$ cat config.mk
export PLATFORM = sky130hd
export DESIGN_NAME = fetch_unit
export DESIGN_NICKNAME = d
export VERILOG_FILES = /design/src/hdl/fetch_pkg.sv /design/src/hdl/fetch_unit.sv /design/src/hdl/rvc_expander.sv /design/src/hdl/fetch_buffer.sv /design/src/hdl/imem_port.sv
export VERILOG_INCLUDE_DIRS = /design/src /design/src/hdl
export SDC_FILE = /design/constraint.sdc
export NUM_CORES = 1
export LEC_CHECK = 0
export BUFFER_PORTS_ARGS = -buffer_cell sky130_fd_sc_hd__buf_2
export CORE_ASPECT_RATIO = 0.9
export CORE_MARGIN = 8
export CORE_UTILIZATION = 25
export CTS_CLUSTER_DIAMETER = 50
export CTS_CLUSTER_SIZE = 8
export DETAILED_ROUTE_END_ITERATION = 16
export RECOVER_POWER = 100
export SLEW_MARGIN = 10
export SYNTH_ARGS = -nofsm -noshare
export SYNTH_HDL_FRONTEND = slang
export SYNTH_SLANG_ARGS = --single-unit
$ cat constraint.sdc
create_clock -name clk -period 2.8 [get_ports clk]
set_clock_uncertainty 0.1 [all_clocks]
set_input_delay 0.14 -clock clk [delete_from_list [all_inputs] [get_ports clk]]
set_output_delay 0.14 -clock clk [all_outputs]
set_load 0.03 [all_outputs]
$ cat src/hdl/fetch_consts.svh
`ifndef FETCH_CONSTS_SVH
`define FETCH_CONSTS_SVH

// datapath and address width
`define XLEN 32

// one compressed instruction parcel
`define PARCEL_W 16

// byte steps for pc and fetch address
`define WORD_BYTES 4
`define PARCEL_BYTES 2

// pc and fetch address out of reset, word aligned
`define RESET_PC 32'h0000_0100

`endif
$ cat src/hdl/fetch_pkg.sv
package fetch_pkg;

`include "fetch_consts.svh"

    // one memory word, seen whole or as two parcels (index 0 = low half)
    typedef union packed {
        logic [`XLEN-1:0]                 full;
        logic [1:0][`PARCEL_W-1:0]        parcel;
    } fetch_word_t;

    // quadrant field, bits [1:0] of every instruction
    typedef enum logic [1:0] {
        q0     = 2'b00,
        q1     = 2'b01,
        q2     = 2'b10,
        q_full = 2'b11   // not compressed
    } rvc_quad_t;

    // funct3 values of the supported compressed ops
    typedef enum logic [2:0] {
        f3_addi   = 3'b000, // q1
        f3_li     = 3'b010, // q1
        f3_mv_add = 3'b100  // q2, bit 12 picks mv or add
    } rvc_f3_t;

    // 32-bit major opcodes the expander produces
    typedef enum logic [6:0] {
        opc_op_imm = 7'b0010011,
        opc_op     = 7'b0110011
    } rv_opcode_t;

    // a parcel starts a compressed instruction unless its quadrant is 3
    function automatic logic is_rvc(input logic [`PARCEL_W-1:0] p);
        return rvc_quad_t'(p[1:0]) != q_full;
    endfunction

    // drop the byte offset of an address
    function automatic logic [`XLEN-1:0] word_align(input logic [`XLEN-1:0] a);
        return {a[`XLEN-1:2], 2'b00};
    endfunction

endpackage

$ cat src/hdl/fetch_unit.sv
`timescale 1ns/1ns
`include "fetch_consts.svh"

module fetch_unit import fetch_pkg::*; (
    input  logic             clk,
    input  logic             n_rst,
    input  logic             redirect,
    input  logic [`XLEN-1:0] redirect_pc,
    input  logic             ex_busy,
    input  logic             pc_update,
    input  logic             imem_ack,
    input  logic [`XLEN-1:0] imem_rdata,
    output logic             imem_ren,
    output logic [`XLEN-1:0] imem_addr,
    output logic             inst_valid,
    output logic [`XLEN-1:0] inst_out,
    output logic [`XLEN-1:0] inst_pc,
    output logic             inst_compressed,
    output logic             inst_illegal
);

    fetch_word_t      inst_word;     // word from memory, split by the buffer
    logic             inst_arrived;
    logic             done_earlier;
    logic [`XLEN-1:0] imem_pc;
    logic [`XLEN-1:0] raw_inst;      // realigned, not yet expanded

    imem_port u_port (
        .clk          (clk),
        .n_rst        (n_rst),
        .redirect     (redirect),
        .ex_busy      (ex_busy),
        .done_earlier (done_earlier),
        .imem_pc      (imem_pc),
        .imem_ack     (imem_ack),
        .imem_rdata   (imem_rdata),
        .imem_ren     (imem_ren),
        .imem_addr    (imem_addr),
        .inst_arrived (inst_arrived),
        .inst         (inst_word)
    );

    fetch_buffer u_buf (
        .clk          (clk),
        .n_rst        (n_rst),
        .reset_en     (redirect),
        .reset_pc     (redirect_pc),
        .inst_arrived (inst_arrived),
        .inst         (inst_word),
        .ex_busy      (ex_busy),
        .pc_update    (pc_update),
        .imem_pc      (imem_pc),
        .done_earlier (done_earlier),
        .done         (inst_valid),
        .pc           (inst_pc),
        .result       (raw_inst),
        .compressed   (inst_compressed)
    );

    rvc_expander u_rvc (
        .raw_inst   (raw_inst),
        .compressed (inst_compressed),
        .expanded   (inst_out),
        .illegal    (inst_illegal)
    );

endmodule

$ cat src/hdl/rvc_expander.sv
`timescale 1ns/1ns
`include "fetch_consts.svh"

module rvc_expander import fetch_pkg::*; (
    input  logic [`XLEN-1:0] raw_inst,   // upper half zero when compressed
    input  logic             compressed,
    output logic [`XLEN-1:0] expanded,
    output logic             illegal
);

    rvc_quad_t   quad;
    rvc_f3_t     f3;
    logic [4:0]  rd;      // rd/rs1 field, full register number
    logic [4:0]  rs2;
    logic [5:0]  imm6;    // ci-format immediate
    logic [11:0] imm12;
    logic        mv_sel;  // bit 12 low means c.mv, high means c.add

    assign quad   = rvc_quad_t'(raw_inst[1:0]);
    assign f3     = rvc_f3_t'(raw_inst[15:13]);
    assign rd     = raw_inst[11:7];
    assign rs2    = raw_inst[6:2];
    assign imm6   = {raw_inst[12], raw_inst[6:2]};
    assign imm12  = {{6{imm6[5]}}, imm6}; // sign extend
    assign mv_sel = ~raw_inst[12];

    always_comb begin
        expanded = raw_inst;  // 32-bit insts go through untouched
        illegal  = 1'b0;

        if (compressed) begin
            // anything not matched below stays the raw parcel, flagged
            expanded = {{`PARCEL_W{1'b0}}, raw_inst[`PARCEL_W-1:0]};
            illegal  = 1'b1;

            case (quad)
                q1: begin
                    case (f3)
                        f3_addi: begin
                            // addi rd, rd, imm
                            expanded = {imm12, rd, 3'b000, rd, opc_op_imm};
                            illegal  = 1'b0;
                        end
                        f3_li: begin
                            // addi rd, x0, imm
                            expanded = {imm12, 5'd0, 3'b000, rd, opc_op_imm};
                            illegal  = 1'b0;
                        end
                        default: begin
                            illegal = 1'b1;
                        end
                    endcase
                end
                q2: begin
                    // rs2 of zero would be c.jr / c.jalr / c.ebreak
                    if (f3 == f3_mv_add && rs2 != 5'd0) begin
                        if (mv_sel) begin
                            // add rd, x0, rs2
                            expanded = {7'b0000000, rs2, 5'd0, 3'b000, rd, opc_op};
                        end else begin
                            // add rd, rd, rs2
                            expanded = {7'b0000000, rs2, rd, 3'b000, rd, opc_op};
                        end
                        illegal = 1'b0;
                    end
                end
                default: begin
                    illegal = 1'b1; // q0 and the rest of the set
                end
            endcase
        end
    end

endmodule

$ cat src/hdl/fetch_buffer.sv
`timescale 1ns/1ns
`include "fetch_consts.svh"

module fetch_buffer import fetch_pkg::*; (
    input  logic             clk,
    input  logic             n_rst,
    input  logic             reset_en,     // redirect strobe
    input  logic [`XLEN-1:0] reset_pc,     // target, may end in 2
    input  logic             inst_arrived,
    input  fetch_word_t      inst,
    input  logic             ex_busy,
    input  logic             pc_update,
    output logic [`XLEN-1:0] imem_pc,      // address of the next word needed
    output logic             done_earlier, // buffered parcel goes out with no read
    output logic             done,         // an instruction leaves this cycle
    output logic [`XLEN-1:0] pc,           // pc of that instruction
    output logic [`XLEN-1:0] result,       // upper half zero when compressed
    output logic             compressed
);

    localparam logic [`XLEN-1:0] boot_pc = `RESET_PC;

    logic [`PARCEL_W-1:0] parcel;      // high half of the last word
    logic                 combine_q;   // parcel is the low part of a 32-bit inst
    logic                 wait_q;      // parcel is a whole compressed inst not yet sent
    logic                 realign_q;   // first word after a redirect to pc+2
    logic                 early_q;     // early delivery window after an arrival

    logic [`PARCEL_W-1:0] next_parcel;
    logic [`XLEN-1:0]     next_pc;
    logic [`XLEN-1:0]     next_imem_pc;
    logic                 combine;
    logic                 wait_next;
    logic                 finished;
    logic                 short_inst;

    // the window stays open while ex_busy holds the port off, so no read
    // of the same word can be in flight when the early path fires
    assign done_earlier = early_q & wait_q & ~ex_busy & pc_update & ~reset_en;

    always_ff @(posedge clk, negedge n_rst) begin
        if (!n_rst) begin
            pc        <= boot_pc;
            imem_pc   <= word_align(boot_pc);
            combine_q <= 1'b0;
            wait_q    <= 1'b0;
            realign_q <= boot_pc[1];
            early_q   <= 1'b0;
        end else if (reset_en) begin
            pc        <= reset_pc;              // may be halfword aligned
            imem_pc   <= word_align(reset_pc);  // memory only sees words
            combine_q <= 1'b0;
            wait_q    <= 1'b0;
            realign_q <= reset_pc[1];           // low half of first word is junk
            early_q   <= 1'b0;
        end else begin
            early_q <= inst_arrived | (early_q & ex_busy);
            if (inst_arrived || done_earlier) begin
                pc        <= next_pc;
                imem_pc   <= next_imem_pc;
                combine_q <= combine;
                wait_q    <= wait_next;
                realign_q <= 1'b0;
            end
        end
    end

    // parcel store, payload only
    always_ff @(posedge clk) begin
        if (inst_arrived) begin
            parcel <= next_parcel;
        end
    end

    always_comb begin
        next_pc      = pc;
        next_imem_pc = imem_pc;
        next_parcel  = parcel;
        combine      = 1'b0;
        wait_next    = 1'b0;
        finished     = 1'b0;
        short_inst   = 1'b0;
        result       = '0;

        if (done_earlier) begin
            // second compressed inst of a pair, straight from the buffer
            result       = {{`PARCEL_W{1'b0}}, parcel};
            next_pc      = pc + `PARCEL_BYTES;
            next_imem_pc = imem_pc + `WORD_BYTES;
            finished     = 1'b1;
            short_inst   = 1'b1;
        end else if (inst_arrived) begin
            if (realign_q) begin
                next_imem_pc = imem_pc + `WORD_BYTES;
                if (is_rvc(inst.parcel[1])) begin
                    result     = {{`PARCEL_W{1'b0}}, inst.parcel[1]};
                    next_pc    = pc + `PARCEL_BYTES;
                    finished   = 1'b1;
                    short_inst = 1'b1;
                end else begin
                    combine     = 1'b1;             // target straddles into next word
                    next_parcel = inst.parcel[1];
                end
            end else if (combine_q) begin
                // straddling inst completes with the low half of this word
                result      = {inst.parcel[0], parcel};
                next_pc     = pc + `WORD_BYTES;
                finished    = 1'b1;
                next_parcel = inst.parcel[1];
                if (is_rvc(inst.parcel[1])) begin
                    wait_next = 1'b1;               // keep imem_pc, parcel still owed
                end else begin
                    combine      = 1'b1;
                    next_imem_pc = imem_pc + `WORD_BYTES;
                end
            end else if (wait_q) begin
                // early path was missed, the refetched word is dropped
                result       = {{`PARCEL_W{1'b0}}, parcel};
                next_pc      = pc + `PARCEL_BYTES;
                next_imem_pc = imem_pc + `WORD_BYTES;
                finished     = 1'b1;
                short_inst   = 1'b1;
            end else if (is_rvc(inst.parcel[0])) begin
                result      = {{`PARCEL_W{1'b0}}, inst.parcel[0]};
                next_pc     = pc + `PARCEL_BYTES;
                finished    = 1'b1;
                short_inst  = 1'b1;
                next_parcel = inst.parcel[1];
                if (is_rvc(inst.parcel[1])) begin
                    wait_next = 1'b1;               // pair in one word
                end else begin
                    combine      = 1'b1;
                    next_imem_pc = imem_pc + `WORD_BYTES;
                end
            end else begin
                result       = inst.full;           // aligned 32-bit inst
                next_pc      = pc + `WORD_BYTES;
                next_imem_pc = imem_pc + `WORD_BYTES;
                finished     = 1'b1;
            end
        end
    end

    assign done       = finished;
    assign compressed = short_inst;

endmodule

$ cat src/hdl/imem_port.sv
`timescale 1ns/1ns
`include "fetch_consts.svh"

module imem_port import fetch_pkg::*; (
    input  logic             clk,
    input  logic             n_rst,
    input  logic             redirect,     // one-cycle strobe
    input  logic             ex_busy,      // holds off new reads
    input  logic             done_earlier, // buffer drained a parcel without memory
    input  logic [`XLEN-1:0] imem_pc,      // next word the buffer needs
    input  logic             imem_ack,
    input  logic [`XLEN-1:0] imem_rdata,
    output logic             imem_ren,
    output logic [`XLEN-1:0] imem_addr,
    output logic             inst_arrived,
    output logic [`XLEN-1:0] inst
);

    logic boot_q;     // low only in the first cycle after reset release
    logic want_q;     // a read is owed to the buffer
    logic pending_q;  // one request outstanding
    logic stale_q;    // outstanding request was overtaken by a redirect
    logic ack_ok;
    logic launch;
    logic trigger;

    // a response is good only if nothing redirected us since it was issued
    assign ack_ok       = imem_ack & pending_q & ~stale_q & ~redirect;
    assign inst_arrived = ack_ok;
    assign inst         = imem_rdata; // data is only looked at with inst_arrived

    // events that owe the buffer a fresh read
    assign trigger = ack_ok | redirect | done_earlier | ~boot_q;

    // no launch in a cycle where the buffer is still moving imem_pc
    assign launch = want_q & ~pending_q & ~ex_busy & ~redirect & ~done_earlier;

    assign imem_ren  = launch;
    assign imem_addr = word_align(imem_pc);

    always_ff @(posedge clk, negedge n_rst) begin
        if (!n_rst) begin
            boot_q    <= 1'b0;
            want_q    <= 1'b0;
            pending_q <= 1'b0;
            stale_q   <= 1'b0;
        end else begin
            boot_q <= 1'b1;

            if (launch) begin
                want_q <= 1'b0;
            end
            if (trigger) begin   // trigger wins, it never overlaps a launch anyway
                want_q <= 1'b1;
            end

            if (launch) begin
                pending_q <= 1'b1;
            end else if (imem_ack) begin
                pending_q <= 1'b0; // stale or not, the slot is free again
            end

            if (imem_ack) begin
                stale_q <= 1'b0;
            end else if (redirect && pending_q) begin
                stale_q <= 1'b1; // swallow whatever comes back
            end
        end
    end

endmodule

# After elaboration in Yosys (flattened, before gate mapping)
# Cells that the tools add are included.
word_totals:
  register_bits: 88
  input_bits: 70
  output_inout_bits: 100
  elab_cells: 135
op_classes:
  addsub: 3
  eq_ne: 9
  mux: 75
  bitwise_logic: 22
  reduce_logical: 15
ops:
  columns: ["cell", "n"]
  rows:
  - ["32-bit two-way mux", 25]
  - ["32-bit one-hot mux with 2 select lines", 2]
  - ["16-bit two-way mux", 6]
  - ["32-bit by 3-bit adder with 32-bit output (second input constant)", 2]
  - ["1-bit two-way mux", 39]
  - ["32-bit by 2-bit adder with 32-bit output (second input constant)", 1]
  - ["25-bit two-way mux", 1]
  - ["20-bit two-way mux", 1]
  - ["1-bit AND", 12]
  - ["2-bit nonzero test", 4]
  - ["2-bit != test (second input constant)", 3]
  - ["1-bit inverter", 6]
  - ["3-bit nonzero test", 2]
  - ["5-bit AND reduction", 1]
  - ["5-bit nonzero test", 1]
  - ["4-bit by 3-bit != test with 1-bit output (second input constant)", 1]
  - ["1-bit OR", 4]
  - ["3-bit by 2-bit == test with 1-bit output (second input constant)", 1]
  - ["3-bit == test (second input constant)", 1]
  - ["3-bit logical NOT", 1]
  - ["3-bit by 2-bit != test with 1-bit output (second input constant)", 1]
  - ["3-bit AND reduction", 1]
  - ["2-bit by 1-bit == test with 1-bit output (second input constant)", 1]
  - ["2-bit == test (second input constant)", 1]
  - ["other kinds (5)", 6]

# Longest topological paths before layout
logic_depth:
  depth_word: 12
  depth_mapped: 13

# Cells and area by module
# A second synthesis with hierarchy kept.
hier_totals:
  cells_unflattened: 828
  area_unflattened_um2: 6715.2
by_module_without_submodules:
  columns: ["module", "n_inst", "cells_each", "area_each_um2", "seq_area_each_um2"]
  rows:
  - ["fetch_buffer", 1, 641, 5429.0, 2134.5]
  - ["imem_port", 1, 82, 658.1, 100.1]
  - ["rvc_expander", 1, 105, 628.1, 0.0]

# Worst setup path before layout
# Ideal clock, no wire load.
synth_path:
  path_kind: "reg2out"
  from: "register u_buf.wait_q"
  to: "output port inst_out[1]"
  t_arrival_ns: 3.097
  setup_slack_ns: -0.537
  path_stages_with_launch: 13
  n_path_buf: 2
  cell_sequence: "dfrtp_1 -> buf_6 -> or2_1 -> buf_6 -> mux2_2 -> o211ai_1 -> nand2_1 -> nand2_1 -> inv_1 -> ha_1 -> nor2_1 -> nor2_1 -> a311oi_1"
synth_via:
  elab_chain_len: 10
  word_cells_on_any_way: 25
  cone_classes: "4 x eq/ne; 14 x mux; 4 x bitwise; 3 x reduce/logical"
synth_lines:
  columns: ["item", "line_no", "rtl"]
  rows:
  - ["start: declaration", "fetch_buffer.sv:25", "logic wait_q;"]
  - ["start signal: assignment", "fetch_buffer.sv:62", "wait_q <= wait_next;"]
  - ["32-bit two-way mux / 1-bit AND (equally long branches)", "fetch_buffer.sv:116, fetch_buffer.sv:39", null]
  - ["32-bit two-way mux / 1-bit AND (equally long branches)", "fetch_buffer.sv:104, fetch_buffer.sv:39", null]
  - ["32-bit two-way mux / 1-bit AND (equally long branches)", "fetch_buffer.sv:93, fetch_buffer.sv:39", null]
  - ["32-bit two-way mux / 1-bit AND (equally long branches)", "fetch_buffer.sv:92, fetch_buffer.sv:39", null]
  - ["32-bit two-way mux", "fetch_buffer.sv:85", "if (done_earlier) begin"]
  - ["3-bit == test / 5-bit nonzero test (equally long branches)", "rvc_expander.sv:56", "if (f3 == f3_mv_add && rs2 != 5'd0) begin"]
  - ["1-bit logical AND", "rvc_expander.sv:56", null]
  - ["25-bit two-way mux", "rvc_expander.sv:56", null]
  - ["32-bit one-hot mux with 2 select lines", "rvc_expander.sv:36", "case (quad)"]
  - ["32-bit two-way mux (*)", "rvc_expander.sv:31", "if (compressed) begin"]
  - ["end: declaration", "fetch_unit.sv:16", "output logic [`XLEN-1:0] inst_out,"]
# Mark *: on every way between the ends. The rest lies on a longest branch, timed or not.

# Final worst setup path
layout_path:
  from: "register u_buf.wait_q"
  to: "output port inst_out[15]"
# Same word-level chain as after synthesis.

==> impl_table.tex <==
\begin{tabular}{lr}
\hline
Metric & Value \\
\hline
\multicolumn{2}{l}{\textbf{Layout}} \\
Final net count & between 1000 and 1500 \\
Fill cells & between 2000 and 2500 \\
Final standard cell count with taps included and fillers excluded & 1244 \\
Fraction of final layout cells sized beyond drive strength 1 & 34.62\% \\
Area used by multi-input combinational logic & 3896 sq um \\
Layout overhead on the synthesized area & 46.11\% \\
Antenna Cells & 0 \\
Register cell area after layout & 2236 sq um \\
\multicolumn{2}{l}{\textbf{Logic synthesis}} \\
Sequential share of the synthesized area & between 30\% and 40\% \\
Cell types with the largest area share after synthesis & sky130\_fd\_sc\_hd\_\_dfrtp\_1, sky130\_fd\_sc\_hd\_\_edfxtp\_1, sky130\_fd\_sc\_hd\_\_nand2\_1 \\
Post-Syn Area per Cell & 8.762 sq um \\
Number of distinct library cells after synthesis & 89 \\
Number of warnings reported in the yosys synthesis log & 0 \\
Primary flip-flop cell chosen by synthesis mapping & sky130\_fd\_sc\_hd\_\_dfrtp\_1 \\
Share of flip-flops with an asynchronous set or reset after synthesis & 81.40\% \\
Post-synthesis cell type with the largest combined area & sky130\_fd\_sc\_hd\_\_dfrtp\_1 \\
Post-Syn Area & between 6000 and 7000 sq um \\
Post-synthesis instance total & approximately 700 \\
Cell with the most instances after synthesis & sky130\_fd\_sc\_hd\_\_nand2\_1 \\
Number of synthesized flops with an enable pin & 16 \\
Top cell type's share of synthesized area & 28.31\% \\
Post-synthesis sequential element count & 86 \\
Synth top cells by count & sky130\_fd\_sc\_hd\_\_nand2\_1, sky130\_fd\_sc\_hd\_\_dfrtp\_1, sky130\_fd\_sc\_hd\_\_nor2\_1, sky130\_fd\_sc\_hd\_\_o21ai\_0, sky130\_fd\_sc\_hd\_\_a21oi\_1 \\
\multicolumn{2}{l}{\textbf{Worst setup path}} \\
Critical path startpoint & u\_buf.wait\_q\$\_DFFE\_PN0P\_ \\
Reg2reg setup slack & 170 ps \\
Largest stage delay on the critical path & $\sim$400 ps \\
Cell-by-cell trace of the critical path & or2\_4 -> mux2\_2 -> o211ai\_1 -> nand2\_1 -> nand2\_2 -> inv\_2 -> ha\_4 -> or2\_4 -> a311o\_1 -> a2bb2oi\_4 -> buf\_6 \\
Max FO, Critical Path & 5 \\
Worst flop-to-flop path endpoint & u\_buf.pc[30]\$\_DFFE\_PN0P\_ \\
Start-to-end type of the worst setup path & flop to output port \\
Worst path buffer plus inverter count & 2 \\
Number of cells traversed by the worst register-to-register path & 9 \\
Cell seen most often among critical-path stages & sky130\_fd\_sc\_hd\_\_or2\_4 \\
CP max-delay cell & sky130\_fd\_sc\_hd\_\_dfrtp\_1 \\
Category of the worst setup path capture point & output port \\
Origin of the critical flop-to-flop path & u\_buf.wait\_q\$\_DFFE\_PN0P\_ \\
Cell type group with the largest total delay on the critical path & simple AND/OR/NAND/NOR gates \\
Arrival time reported for the critical path endpoint & 2810 ps \\
Data required time of the worst path & 2560 ps \\
Category of the worst setup path launch point & flop \\
\multicolumn{2}{l}{\textbf{Worst hold path}} \\
Endpoint of the worst hold-timing path & u\_buf.imem\_pc[25]\$\_DFFE\_PN0P\_ \\
Hold Path Cell Cnt & 3 \\
Critical hold path startpoint & redirect\_pc[25] \\
Class of the tightest hold or removal check & input pin to flop \\
\multicolumn{2}{l}{\textbf{Pwr}} \\
Static power due to leakage & 3.609 nW \\
Total power & $\sim$4.1 mW \\
Sequential Power Share & 39.0\% \\
Comb pwr share & between 20 and 30\% \\
Switching share of power & 37.34\% \\
Net switching power of the design & 1.522 mW \\
Largest vdd supply drop & 0.0002755 V \\
Clock power share & 31.5\% \\
Power density over cell area & 464.2 nW/um\^{}2 \\
Internal power of the cells & 2.554 mW \\
\multicolumn{2}{l}{\textbf{Run}} \\
Max\_cap viols & 0 \\
\multicolumn{2}{l}{\textbf{Clocking}} \\
Total number of H-tree levels & 3 \\
Num Clock Sinks & 86 \\
CTS clk-pin slew, worst paths & 70 ps \\
Clock Path Buffers & 2 \\
Source-to-sink clock delay at the later pin of the worst-skew pair & 360 ps \\
CTS tree & built \\
CTS Buf Count & 9 \\
Clock root cell & sky130\_fd\_sc\_hd\_\_clkbuf\_16 \\
\multicolumn{2}{l}{\textbf{Die}} \\
Initial standard-cell utilization of the core & roughly 25\% \\
Die Width & about 180 um \\
Cell Rows & 54 \\
CORE AREA & between 20000 and 25000 sq um \\
DIE AREA & 29270 sq um \\
Die Y & 163.1 um \\
IO Pins & 170 \\
\multicolumn{2}{l}{\textbf{Route}} \\
Ratio of routed vias to standard cells & approximately 5.3 \\
Detailed-router iteration count before antenna repair & 5 \\
Via Count & 6644 \\
Routed wire per std cell & 19.47 um \\
Violation count after the first detailed-routing iteration & 518 \\
Antenna Nets Post-Route & 0 \\
Drc violations & 0 \\
Sum of routed wire length over all layers & 24220 um \\
\multicolumn{2}{l}{\textbf{GRT}} \\
Via count of the first global-routing pass & 6473 \\
Wire length of the first global-routing pass & 37330 um \\
Largest net degree at the start of global routing & around 70 \\
GR Util met3 & between 3 and 4\% \\
Met2 global-route usage & 25.54\% \\
Global-route track usage on met1 & 20.34\% \\
All-layer global routing usage & approximately 16\% \\
GRT Residual Overflow & 0 \\
Antenna violations before repair & 3 \\
Highest-utilization routing layer at the global route stage & met2 \\
\multicolumn{2}{l}{\textbf{Timing}} \\
Unrepaired setup endpoints after global routing & yes \\
Time the worst path needs with I/O delays and setup & 3051 ps \\
Minimum hold slack & 21.92 ps \\
Pins Over Slew Limit & 0 \\
Number of hold violations in the final report & 0 \\
Final period util & 109.0\% \\
Number of setup violations in the final report & 27 \\
Upper clock frequency limit & 0.3278 GHz \\
Headroom to the max-slew limit & a little under two fifths \\
Worst Setup Slack, final & -250.9 ps \\
Transition at the pin with the smallest max-transition slack & 933.5 ps \\
\multicolumn{2}{l}{\textbf{Place}} \\
Cell total after placement & 1177 \\
Number of input and output port buffers inserted & 167 \\
Global placer's final weighted congestion & 0.9576 \\
DP HPWL & 18370 um \\
\multicolumn{2}{l}{\textbf{Outcome}} \\
Result of the run & finished with violations \\
Failing checks & setup timing \\
\hline
\end{tabular}
-- per-stage QoR --
step                      util (%)  area, sq um  TNS [ps]  worst slack, ps
after floorplan                  -         6236     -1442           -147.5
after detailed placement     32.15         7690    -187.3           -52.01
after global routing         36.72         8782     -8418           -350.9
after CTS                    36.51         8732     -5304           -307.6
after global placement       32.15         7690         0            11.73
final                        36.72         8782     -5203           -250.9
-- cells by family after synthesis --
logic type | after synthesis | synth area share [%]
xor gates and xnor gates | 32 | 4.663
adders and majority gates | 5 | 1.041
and+or+nand+nor | 276 | 24.44
buffers and inverters | 52 | 3.892
muxes | 24 | 4.455
AOI/OAI and AO/OA | 209 | 24.21
DFF | 86 | 37.18
other | 2 | 0.1249
-- area by class of cell --
| cell class | count | share of cell area, % |
|---|---|---|
| repair buffers | 269 | 21.48 |
| well taps | 308 | 4.388 |
| flip-flops and latches | 86 | 25.46 |
| clock inverters | 7 | 1.054 |
| inverters | 16 | 0.6839 |
| clock buffers | 9 | 2.564 |
| multi-input cells | 549 | 44.37 |
-- cell usage in the layout (no fill, tap or decap), types with 6 or more instances in the layout --
master                            n
sky130_fd_sc_hd__edfxtp_1        16
sky130_fd_sc_hd__buf_4           59
sky130_fd_sc_hd__xor2_1          11
sky130_fd_sc_hd__mux2i_1         11
sky130_fd_sc_hd__nor2_2           6
sky130_fd_sc_hd__dlygate4sd3_1   42
sky130_fd_sc_hd__nand3_1         27
sky130_fd_sc_hd__a22oi_1         29
sky130_fd_sc_hd__inv_1           13
sky130_fd_sc_hd__dfrtp_1         67
sky130_fd_sc_hd__nand2b_1         7
sky130_fd_sc_hd__clkbuf_1        11
sky130_fd_sc_hd__nand4_1         24
sky130_fd_sc_hd__nor4b_1          6
sky130_fd_sc_hd__buf_2          127
sky130_fd_sc_hd__and3_1          12
sky130_fd_sc_hd__buf_6           29
sky130_fd_sc_hd__nor4_1          15
sky130_fd_sc_hd__a21boi_0         6
sky130_fd_sc_hd__o21ai_2         13
sky130_fd_sc_hd__clkbuf_16        9
sky130_fd_sc_hd__xnor2_1         21
sky130_fd_sc_hd__o211ai_1         9
sky130_fd_sc_hd__o21ai_0         35
sky130_fd_sc_hd__nor3_1          16
sky130_fd_sc_hd__nand2_1         80
sky130_fd_sc_hd__nor2_1          43
sky130_fd_sc_hd__mux2_2          12
sky130_fd_sc_hd__a21oi_1         33
-- state kept, by name, indices dropped and copies added (netlist names) --
register / count
u_buf.early_q: 1
u_port.boot_q: 1
u_port.pending_q: 1
u_buf.pc: 32
u_port.want_q: 1
u_buf.imem_pc: 30
u_buf.combine_q: 1
u_buf.wait_q: 1
u_buf.parcel: 16
u_buf.realign_q: 1
u_port.stale_q: 1
-- layer usage --
layer	vias to the layer above	share of wire, %
li1	3103	-
met5	-	0.14
met4	6	3.4
met2	266	46
met3	67	7.4
met1	3202	43
-- worst reg2reg max path, stage by stage, from the launching register on --
cell,delay (ps)
sky130_fd_sc_hd__dfrtp_1,360
sky130_fd_sc_hd__buf_4,120
sky130_fd_sc_hd__buf_4,170
sky130_fd_sc_hd__nand4b_4,150
sky130_fd_sc_hd__buf_4,190
sky130_fd_sc_hd__o221a_2,360
sky130_fd_sc_hd__o211ai_2,480
sky130_fd_sc_hd__nor4_1,150
sky130_fd_sc_hd__xor2_1,170
sky130_fd_sc_hd__mux2_2,270
-- how the worst max path moves through the flow --
stage	end	cells past startpoint	slack, ps
after detailed placement	inst_out[20]	13	-50
after global routing	inst_out[16]	13	-350
after global placement	inst_out[20]	13	10
after CTS	inst_out[15]	11	-310
final	inst_out[15]	11	-250
after floorplan	inst_out[22]	13	-150
-- power groups by stage --
| stage | Sequential, mW | Combinational (mW) | Clock [mW] |
|---|---|---|---|
| floorplan | 1.78 | 0.506 | 0 |
| global placement | 1.60 | 1.12 | 0 |
| detailed placement | 1.60 | 1.13 | 0 |
| CTS | 1.58 | 1.20 | 1.31 |
| global route | 1.61 | 1.30 | 1.37 |
| finish | 1.59 | 1.20 | 1.29 |
-- what timing repair did --
action / in CTS / in global routing
endpoints found under the hold margin: 123 / 0
gates cloned: 0 / 0
setup endpoints to repair: 28 / 28
hold buffers: 42 / 0
buffers inserted: 8 / 3
pin swaps: 14 / 12
gates resized for setup: 75 / 7
Power figures use the tool's default switching activity.
